`config.mk`:
```
export PLATFORM = sky130hd
export DESIGN_NAME = fp_pipeline
export DESIGN_NICKNAME = d
export VERILOG_FILES = /design/src/common/fp_pkg.sv /design/src/fp_execute/fp_align_multiply_stage.sv /design/src/fp_execute/fp_decode_stage.sv /design/src/fp_execute/fp_result_stage.sv /design/src/source/fp_pipeline.sv
export SDC_FILE = /design/constraint.sdc
export NUM_CORES = 2
export LEC_CHECK = 0
export BUFFER_PORTS_ARGS = -buffer_cell sky130_fd_sc_hd__buf_4
export CORE_MARGIN = 2
export CORE_UTILIZATION = 70
export CTS_BUF_LIST = sky130_fd_sc_hd__clkbuf_16
export DETAILED_ROUTE_END_ITERATION = 12
export PLACE_DENSITY = 0.88
export SETUP_SLACK_MARGIN = 0.3
export SLEW_MARGIN = 20
export SYNTH_ARGS = -nofsm -noshare
export SYNTH_HDL_FRONTEND = slang
export SYNTH_SLANG_ARGS = --single-unit
```
`constraint.sdc`:
```
create_clock -name clk -period 13.1 [get_ports clk]
set_input_delay 1.31 -clock clk [delete_from_list [all_inputs] [get_ports clk]]
set_output_delay 1.31 -clock clk [all_outputs]
set_load 0.02 [all_outputs]
```
`src/common/fp_pkg.sv`:
```
// Shared word, field and product types, operation codes and special constants
`default_nettype none

package fp_pkg;
    // Raw register word, used for operands and results
    typedef logic [31:0] scalar_t;

    // Biased IEEE single exponent
    typedef logic [7:0] exponent_t;

    // Significand with the hidden bit at the top
    typedef logic [23:0] significand_t;

    // Full 32x32 multiplier output
    typedef logic [63:0] product_t;

    // Hardware thread index, four threads
    typedef logic [1:0] thread_idx_t;

    typedef logic [2:0] fp_op_t;

    // Float ops
    localparam fp_op_t OP_FADD = 3'd0;
    localparam fp_op_t OP_FSUB = 3'd1;
    localparam fp_op_t OP_FMUL = 3'd2;

    // Integer multiplies on the same array
    localparam fp_op_t OP_IMUL_LO = 3'd3;
    localparam fp_op_t OP_IMULH_S = 3'd4;

    // Exponent bias and the all-ones exponent of inf/NaN
    localparam int EXP_BIAS = 127;
    localparam exponent_t EXP_MAX = 8'hff;

    // Canonical quiet NaN for every NaN result
    localparam scalar_t QNAN_VALUE = 32'h7fc00000;
endpackage

`default_nettype wire

```
`src/fp_execute/fp_align_multiply_stage.sv`:
```
// Second FP stage: smaller-addend alignment with guard/round/sticky and 64-bit multiply
`default_nettype none

module fp_align_multiply_stage(
    input logic                     clk,
    input logic                     reset,
    input logic                     rollback_en,
    input fp_pkg::thread_idx_t      rollback_thread,
    input logic                     dc_valid,
    input fp_pkg::fp_op_t           dc_op,
    input fp_pkg::thread_idx_t      dc_thread,
    input logic                     dc_result_inf,
    input logic                     dc_result_nan,
    input fp_pkg::significand_t     dc_significand_le,
    input fp_pkg::significand_t     dc_significand_se,
    input logic [5:0]               dc_align_shift,
    input fp_pkg::exponent_t        dc_add_exponent,
    input logic                     dc_logical_subtract,
    input logic                     dc_add_sign,
    input logic [9:0]               dc_mul_exponent,
    input logic                     dc_mul_sign,
    input fp_pkg::scalar_t          dc_multiplicand,
    input fp_pkg::scalar_t          dc_multiplier,
    output logic                    ex_valid,
    output fp_pkg::fp_op_t          ex_op,
    output fp_pkg::thread_idx_t     ex_thread,
    output logic                    ex_result_inf,
    output logic                    ex_result_nan,
    output fp_pkg::significand_t    ex_significand_le,
    output fp_pkg::significand_t    ex_significand_se,
    output logic                    ex_guard,
    output logic                    ex_round,
    output logic                    ex_sticky,
    output fp_pkg::exponent_t       ex_add_exponent,
    output logic                    ex_logical_subtract,
    output logic                    ex_add_sign,
    output fp_pkg::product_t        ex_product,
    output logic [9:0]              ex_mul_exponent,
    output logic                    ex_mul_sign);

    fp_pkg::significand_t aligned;
    logic guard;
    logic round;
    logic [24:0] sticky_bits;
    logic signed_high;
    fp_pkg::product_t multiplicand_ext;
    fp_pkg::product_t multiplier_ext;

    // Shift in a 27-bit tail so nothing shifted out is lost
    assign {aligned, guard, round, sticky_bits} = {dc_significand_se, 27'd0} >> dc_align_shift;

    // Only the signed high-word multiply sign-extends
    assign signed_high = dc_op == fp_pkg::OP_IMULH_S;
    assign multiplicand_ext = {{32{signed_high && dc_multiplicand[31]}}, dc_multiplicand};
    assign multiplier_ext = {{32{signed_high && dc_multiplier[31]}}, dc_multiplier};

    always_ff @(posedge clk)
    begin
        ex_op <= dc_op;
        ex_thread <= dc_thread;
        ex_result_inf <= dc_result_inf;
        ex_result_nan <= dc_result_nan;
        ex_significand_le <= dc_significand_le;
        ex_significand_se <= aligned;
        ex_guard <= guard;
        ex_round <= round;
        ex_sticky <= |sticky_bits;
        ex_add_exponent <= dc_add_exponent;
        ex_logical_subtract <= dc_logical_subtract;
        ex_add_sign <= dc_add_sign;
        ex_product <= multiplicand_ext * multiplier_ext;
        ex_mul_exponent <= dc_mul_exponent;
        ex_mul_sign <= dc_mul_sign;
    end

    always_ff @(posedge clk, posedge reset)
    begin
        if (reset)
            ex_valid <= 1'b0;
        else
            ex_valid <= dc_valid && !(rollback_en && rollback_thread == dc_thread);
    end
endmodule

`default_nettype wire

```
`src/fp_execute/fp_decode_stage.sv`:
```
// First FP stage: operand unpack, addend ordering, exponent sum and special-result flags
`default_nettype none

module fp_decode_stage(
    input logic                     clk,
    input logic                     reset,
    input logic                     in_valid,
    input fp_pkg::fp_op_t           in_op,
    input fp_pkg::thread_idx_t      in_thread,
    input fp_pkg::scalar_t          in_operand_a,
    input fp_pkg::scalar_t          in_operand_b,
    input logic                     rollback_en,
    input fp_pkg::thread_idx_t      rollback_thread,
    output logic                    dc_valid,
    output fp_pkg::fp_op_t          dc_op,
    output fp_pkg::thread_idx_t     dc_thread,
    output logic                    dc_result_inf,
    output logic                    dc_result_nan,
    output fp_pkg::significand_t    dc_significand_le,
    output fp_pkg::significand_t    dc_significand_se,
    output logic [5:0]              dc_align_shift,
    output fp_pkg::exponent_t       dc_add_exponent,
    output logic                    dc_logical_subtract,
    output logic                    dc_add_sign,
    output logic [9:0]              dc_mul_exponent,
    output logic                    dc_mul_sign,
    output fp_pkg::scalar_t         dc_multiplicand,
    output fp_pkg::scalar_t         dc_multiplier);

    fp_pkg::exponent_t exp_a;
    fp_pkg::exponent_t exp_b;
    logic [22:0] frac_a;
    logic [22:0] frac_b;
    logic zero_a;
    logic zero_b;
    logic inf_a;
    logic inf_b;
    logic nan_a;
    logic nan_b;
    fp_pkg::significand_t sig_a;
    fp_pkg::significand_t sig_b;
    logic add_sign_b;
    logic a_larger;
    fp_pkg::exponent_t exp_diff;
    logic is_add;
    logic is_mul;
    logic logical_subtract;
    logic result_nan;

    // Subnormals flush to zero, so a zero exponent clears the fraction too
    assign exp_a = in_operand_a[30:23];
    assign exp_b = in_operand_b[30:23];
    assign zero_a = exp_a == '0;
    assign zero_b = exp_b == '0;
    assign frac_a = zero_a ? '0 : in_operand_a[22:0];
    assign frac_b = zero_b ? '0 : in_operand_b[22:0];
    assign inf_a = exp_a == fp_pkg::EXP_MAX && frac_a == '0;
    assign inf_b = exp_b == fp_pkg::EXP_MAX && frac_b == '0;
    assign nan_a = exp_a == fp_pkg::EXP_MAX && frac_a != '0;
    assign nan_b = exp_b == fp_pkg::EXP_MAX && frac_b != '0;
    assign sig_a = {!zero_a, frac_a};
    assign sig_b = {!zero_b, frac_b};

    assign is_add = in_op == fp_pkg::OP_FADD || in_op == fp_pkg::OP_FSUB;
    assign is_mul = in_op == fp_pkg::OP_FMUL;

    // Subtract is an add with b negated
    assign add_sign_b = in_operand_b[31] ^ (in_op == fp_pkg::OP_FSUB);
    assign logical_subtract = in_operand_a[31] ^ add_sign_b;

    // Magnitude compare on exponent and fraction together
    assign a_larger = {exp_a, frac_a} >= {exp_b, frac_b};
    assign exp_diff = a_larger ? exp_a - exp_b : exp_b - exp_a;

    assign result_nan = nan_a || nan_b
        || (is_add && inf_a && inf_b && logical_subtract)
        || (is_mul && ((inf_a && zero_b) || (zero_a && inf_b)));

    always_ff @(posedge clk)
    begin
        dc_op <= in_op;
        dc_thread <= in_thread;
        dc_result_nan <= (is_add || is_mul) && result_nan;
        dc_result_inf <= (is_add || is_mul) && !result_nan && (inf_a || inf_b);
        dc_significand_le <= a_larger ? sig_a : sig_b;
        dc_significand_se <= a_larger ? sig_b : sig_a;
        // Anything past 27 lands entirely in sticky
        dc_align_shift <= (exp_diff > 8'd27) ? 6'd27 : exp_diff[5:0];
        dc_add_exponent <= a_larger ? exp_a : exp_b;
        dc_logical_subtract <= logical_subtract;
        dc_add_sign <= a_larger ? in_operand_a[31] : add_sign_b;
        dc_mul_exponent <= {2'b00, exp_a} + {2'b00, exp_b} - 10'(fp_pkg::EXP_BIAS);
        dc_mul_sign <= in_operand_a[31] ^ in_operand_b[31];
        dc_multiplicand <= is_mul ? {8'h00, sig_a} : in_operand_a;
        dc_multiplier <= is_mul ? {8'h00, sig_b} : in_operand_b;
    end

    always_ff @(posedge clk, posedge reset)
    begin
        if (reset)
            dc_valid <= 1'b0;
        else
            dc_valid <= in_valid && !(rollback_en && rollback_thread == in_thread);
    end
endmodule

`default_nettype wire

```
`src/fp_execute/fp_result_stage.sv`:
```
// Third FP stage: normalize, round to nearest even, pack and select the final result
`default_nettype none

module fp_result_stage(
    input logic                     clk,
    input logic                     reset,
    input logic                     ex_valid,
    input fp_pkg::fp_op_t           ex_op,
    input fp_pkg::thread_idx_t      ex_thread,
    input logic                     ex_result_inf,
    input logic                     ex_result_nan,
    input fp_pkg::significand_t     ex_significand_le,
    input fp_pkg::significand_t     ex_significand_se,
    input logic                     ex_guard,
    input logic                     ex_round,
    input logic                     ex_sticky,
    input fp_pkg::exponent_t        ex_add_exponent,
    input logic                     ex_logical_subtract,
    input logic                     ex_add_sign,
    input fp_pkg::product_t         ex_product,
    input logic [9:0]               ex_mul_exponent,
    input logic                     ex_mul_sign,
    output logic                    result_valid,
    output fp_pkg::thread_idx_t     result_thread,
    output fp_pkg::scalar_t         result_value);

    logic [27:0] add_sum;
    logic [4:0] add_lz;
    logic [26:0] add_normalized;
    logic signed [9:0] add_exponent;
    logic [47:0] mul_normalized;
    logic is_mul;
    fp_pkg::significand_t norm_significand;
    logic norm_guard;
    logic norm_round;
    logic norm_sticky;
    logic signed [9:0] norm_exponent;
    logic norm_zero;
    logic norm_sign;
    logic [24:0] rounded;
    logic signed [9:0] final_exponent;
    logic [22:0] final_fraction;
    fp_pkg::scalar_t next_value;

    function automatic logic [4:0] count_leading_zeros(input logic [26:0] value);
        logic [4:0] count;
        logic found;
        count = 5'd27;
        found = 1'b0;
        for (int i = 26; i >= 0; i--)
        begin
            if (!found && value[i])
            begin
                count = 5'(26 - i);
                found = 1'b1;
            end
        end
        return count;
    endfunction

    // Both addends widened with a carry bit on top and G/R/S below
    assign add_sum = ex_logical_subtract
        ? {1'b0, ex_significand_le, 3'b000} - {1'b0, ex_significand_se, ex_guard, ex_round, ex_sticky}
        : {1'b0, ex_significand_le, 3'b000} + {1'b0, ex_significand_se, ex_guard, ex_round, ex_sticky};
    assign add_lz = count_leading_zeros(add_sum[26:0]);

    // Carry out shifts right and keeps the lost bit in sticky, cancellation shifts left
    assign add_normalized = add_sum[27] ? {add_sum[27:2], add_sum[1] | add_sum[0]}
        : add_sum[26:0] << add_lz;
    assign add_exponent = add_sum[27]
        ? $signed({2'b00, ex_add_exponent}) + 10'sd1
        : $signed({2'b00, ex_add_exponent}) - $signed({5'd0, add_lz});

    // Hidden bit of the product sits at 47 or 46
    assign mul_normalized = ex_product[47] ? ex_product[47:0] : {ex_product[46:0], 1'b0};

    assign is_mul = ex_op == fp_pkg::OP_FMUL;

    always_comb
    begin
        if (is_mul)
        begin
            norm_significand = mul_normalized[47:24];
            norm_guard = mul_normalized[23];
            norm_round = mul_normalized[22];
            norm_sticky = |mul_normalized[21:0];
            norm_exponent = $signed(ex_mul_exponent) + (ex_product[47] ? 10'sd1 : 10'sd0);
            norm_zero = ex_product[47:46] == 2'b00;
            norm_sign = ex_mul_sign;
        end
        else
        begin
            norm_significand = add_normalized[26:3];
            norm_guard = add_normalized[2];
            norm_round = add_normalized[1];
            norm_sticky = add_normalized[0];
            norm_exponent = add_exponent;
            norm_zero = add_sum == '0;
            // Exact cancellation gives +0
            norm_sign = ex_add_sign && !(norm_zero && ex_logical_subtract);
        end
    end

    // Round to nearest, ties to even
    assign rounded = {1'b0, norm_significand}
        + 25'(norm_guard && (norm_round || norm_sticky || norm_significand[0]));
    assign final_exponent = norm_exponent + (rounded[24] ? 10'sd1 : 10'sd0);
    assign final_fraction = rounded[24] ? rounded[23:1] : rounded[22:0];

    always_comb
    begin
        if (ex_op == fp_pkg::OP_IMUL_LO)
            next_value = ex_product[31:0];
        else if (ex_op == fp_pkg::OP_IMULH_S)
            next_value = ex_product[63:32];
        else if (ex_result_nan)
            next_value = fp_pkg::QNAN_VALUE;
        else if (ex_result_inf || final_exponent >= 10'sd255)
            next_value = {is_mul ? ex_mul_sign : ex_add_sign, fp_pkg::EXP_MAX, 23'd0};
        else if (norm_zero || final_exponent <= 10'sd0)
            next_value = {norm_sign, 31'd0};
        else
            next_value = {norm_sign, final_exponent[7:0], final_fraction};
    end

    always_ff @(posedge clk)
    begin
        result_thread <= ex_thread;
        result_value <= next_value;
    end

    always_ff @(posedge clk, posedge reset)
    begin
        if (reset)
            result_valid <= 1'b0;
        else
            result_valid <= ex_valid;
    end
endmodule

`default_nettype wire

```
`src/source/fp_pipeline.sv`:
```
// Top level of the three-stage FP execute pipeline
`default_nettype none

module fp_pipeline(
    input logic                     clk,
    input logic                     reset,
    input logic                     in_valid,
    input fp_pkg::fp_op_t           in_op,
    input fp_pkg::thread_idx_t      in_thread,
    input fp_pkg::scalar_t          in_operand_a,
    input fp_pkg::scalar_t          in_operand_b,
    input logic                     rollback_en,
    input fp_pkg::thread_idx_t      rollback_thread,
    output logic                    result_valid,
    output fp_pkg::thread_idx_t     result_thread,
    output fp_pkg::scalar_t         result_value);

    // Decode to execute
    logic dc_valid;
    fp_pkg::fp_op_t dc_op;
    fp_pkg::thread_idx_t dc_thread;
    logic dc_result_inf;
    logic dc_result_nan;
    fp_pkg::significand_t dc_significand_le;
    fp_pkg::significand_t dc_significand_se;
    logic [5:0] dc_align_shift;
    fp_pkg::exponent_t dc_add_exponent;
    logic dc_logical_subtract;
    logic dc_add_sign;
    logic [9:0] dc_mul_exponent;
    logic dc_mul_sign;
    fp_pkg::scalar_t dc_multiplicand;
    fp_pkg::scalar_t dc_multiplier;

    // Execute to result
    logic ex_valid;
    fp_pkg::fp_op_t ex_op;
    fp_pkg::thread_idx_t ex_thread;
    logic ex_result_inf;
    logic ex_result_nan;
    fp_pkg::significand_t ex_significand_le;
    fp_pkg::significand_t ex_significand_se;
    logic ex_guard;
    logic ex_round;
    logic ex_sticky;
    fp_pkg::exponent_t ex_add_exponent;
    logic ex_logical_subtract;
    logic ex_add_sign;
    fp_pkg::product_t ex_product;
    logic [9:0] ex_mul_exponent;
    logic ex_mul_sign;

    fp_decode_stage fp_decode_stage(.*);

    fp_align_multiply_stage fp_align_multiply_stage(.*);

    fp_result_stage fp_result_stage(.*);
endmodule

`default_nettype wire
```
==> out/summary.txt <==
top cells by area, synth: fa_1, dfxtp_1, inv_1, ha_1, nand2_1
hold path start: fp_decode_stage.dc_mul_exponent[3]
HP Class: register to register
Slew Limit Fails: 0
TritonCTS clock tree: built
CTS Hold Bufs: 0
R2R cell count: 33
total track usage: 0.473
most frequent cell on the critical path: fa_1
initial antenna violation count: 11
worst-margin pin slew: 1.22 ns
die area: 82700 sq um
I/O pin count: 110
Fin Setup TNS: 0 ns
DRC violations left: 0
port buffer count: 109
Seq cells post-synth: 326
hold depth: 0
total CTS buffers: 37
post-route antenna net violation count: 0
Die H: 288 microns
drt initial violations: 5056
CP required: 13.55 ns
final clock skew: 0.0314 ns
FMAX: 91.0 MHz
most frequent cell after synthesis: fa_1
WP buf/inv: 4
startpoint types: register
share of cells above drive strength 1: 0.0666
initial core utilization: 0.704
Yosys top cell by area: fa_1
vias after detailed routing: 47000
maximum clock insertion buffer count: 3
WL/cell: 26.1 microns
DRT Pass-1 Iters: 7
final hold viol count: 0
Synth Area per Inst: 8.92 sq um
H-tree depth: 2
layout overhead on the synthesized area: 5.03%
vias per cell: 6.42
sequential area share after synthesis: 0.116
r2r setup slk: 2.11 ns
CTS Sinks: 326
WHS Endpoint: fp_align_multiply_stage.ex_mul_exponent[3]
core box area: 80000 sq um
CP Capture Type: register
Tcrit/Tclk final: 0.839
YS warnings: 0
first-pass GRT wire length: 292000 microns
Setup CP Type: register to register
Final Cell Area: 59100 sq um
Reg clk slew, reported paths: 0.06 ns
GR Overflow Total: 0
Final nets: 7742
row count: 104
worst r2r src: fp_decode_stage.dc_multiplicand[5]
share of the synthesized area in the top cell type: 0.402
post-CTS setup buffer count: 0
Worst path max stage delay: 0.89 ns
# setup viols final: 0
number of library cell types mapped by synthesis: 127
fillers: 5439
Die W: 288 microns
GP Congestion: 1.03
Netlist Area Pre-Place: 56300 sq um
Worst path top cell family by delay: compound AO/OA/AOI/OAI gates
Top FF cell, synth: dfxtp_1
Post-synth top cells: fa_1, inv_1, nand2_1
Max FO, Critical Path: 18
RSZ-0062 raised after global routing: false
clk_lat worst skew: 0.59 ns
root buffer cell: clkbuf_16
Placed Area: 57800 sq um
Crit path arrival time: 11.43 ns
Routed WL: 191000 microns
Final min period: 10.99 ns
pin count of the biggest net entering global routing: 97
CP max-delay cell: dfxtp_1
number of global-route vias before repair: 50800
Gate Count Post-Synth: 6313
R2R Path End: fp_align_multiply_stage.ex_product[63]
status: completed
ys async rst share: 0.00920
# resized after CTS: 0
maximum capacitance violations: 0
relative slew slack: 0.188
hpwl dp: 147000 microns
syn nets: 7838
Post-synth EDFFs: 0
state kept, by name, summed over array words and instances (netlist names), 3 cells and up:
signal / cells
fp_decode_stage.dc_op: 3
fp_decode_stage.dc_significand_se: 24
fp_align_multiply_stage.ex_op: 3
fp_decode_stage.dc_multiplicand: 32
fp_align_multiply_stage.ex_significand_le: 24
fp_result_stage.result_value: 32
fp_decode_stage.dc_add_exponent: 8
fp_align_multiply_stage.ex_significand_se: 24
fp_align_multiply_stage.ex_mul_exponent: 10
fp_align_multiply_stage.ex_product: 64
fp_decode_stage.dc_align_shift: 6
fp_decode_stage.dc_multiplier: 32
fp_decode_stage.dc_mul_exponent: 10
fp_decode_stage.dc_significand_le: 24
fp_align_multiply_stage.ex_add_exponent: 8
per-stage QoR:
step                      hold WS (ns)  std cells   util  worst slack, ns
after floorplan                  0.310       6313      -             4.49
final                            0.319       7311  0.739             2.11
after global routing             0.321       7307  0.739             1.36
after CTS                        0.304       7303  0.739             2.47
after detailed placement         0.312       7236  0.723             2.54
after global placement           0.310       7236  0.723             2.57
layer usage:
layer	share of wire	vias up	GRT usage
met5	0.00053	-	0
met2	0.45	3512	0.748
li1	-	19500	-
met4	0.093	12	0.350
met3	0.13	1197	0.145
met1	0.33	22800	0.545
how the worst max path moves through the flow:
stage,start,to,slack (ns),cells after the start
global route,fp_align_multiply_stage.ex_significand_le[0],fp_result_stage.result_value[6],1.36,34
global placement,fp_align_multiply_stage.ex_significand_se[8],fp_result_stage.result_value[6],2.57,33
detailed placement,fp_decode_stage.dc_multiplicand[17],fp_align_multiply_stage.ex_product[62],2.54,34
finish,fp_decode_stage.dc_multiplicand[5],fp_align_multiply_stage.ex_product[63],2.11,33
floorplan,fp_decode_stage.dc_multiplier[7],fp_align_multiply_stage.ex_product[62],4.49,34
CTS,fp_decode_stage.dc_multiplicand[17],fp_align_multiply_stage.ex_product[62],2.47,34
cells in the final DEF, fill, tap and decap left out, types with 52 or more instances in the layout:
cell type     n
ha_1        320
mux2i_1      62
nand2_1    1038
a21oi_1     168
o21ai_0     177
inv_1      1115
xnor2_1     111
nor2_1      244
buf_4       189
xor2_1       52
dfxtp_1     300
nand2b_1     53
nor3_1       55
and2_1      316
nand3_1     108
fa_1       1130
cell type report:
type / instances / area, sq um / area share
inverters: 1116 / 4190 / 0.0709
clock buffers: 37 / 926 / 0.0157
repair buffers: 191 / 1450 / 0.0244
well taps: 1060 / 1330 / 0.0224
multi-input cells: 4545 / 44300 / 0.749
diodes: 6 / 15.0 / 0.000254
clock inverters: 30 / 345 / 0.00584
flip-flops and latches: 326 / 6570 / 0.111
logic make-up after synthesis:
logic type | count (synthesis) | synth area share
other | 1 | 0.0000666
muxes | 94 | 0.0192
xor gates and xnor gates | 167 | 0.0269
adders and majority gates | 1450 | 0.473
and+or+nand+nor | 2045 | 0.170
AOI/OAI and AO/OA | 788 | 0.0970
buffers and inverters | 1442 | 0.0976
DFF | 326 | 0.116
Power is left out: the tool's default activity adds up to more than one toggle a clock period on the data nets, which glitch-free logic cannot reach.
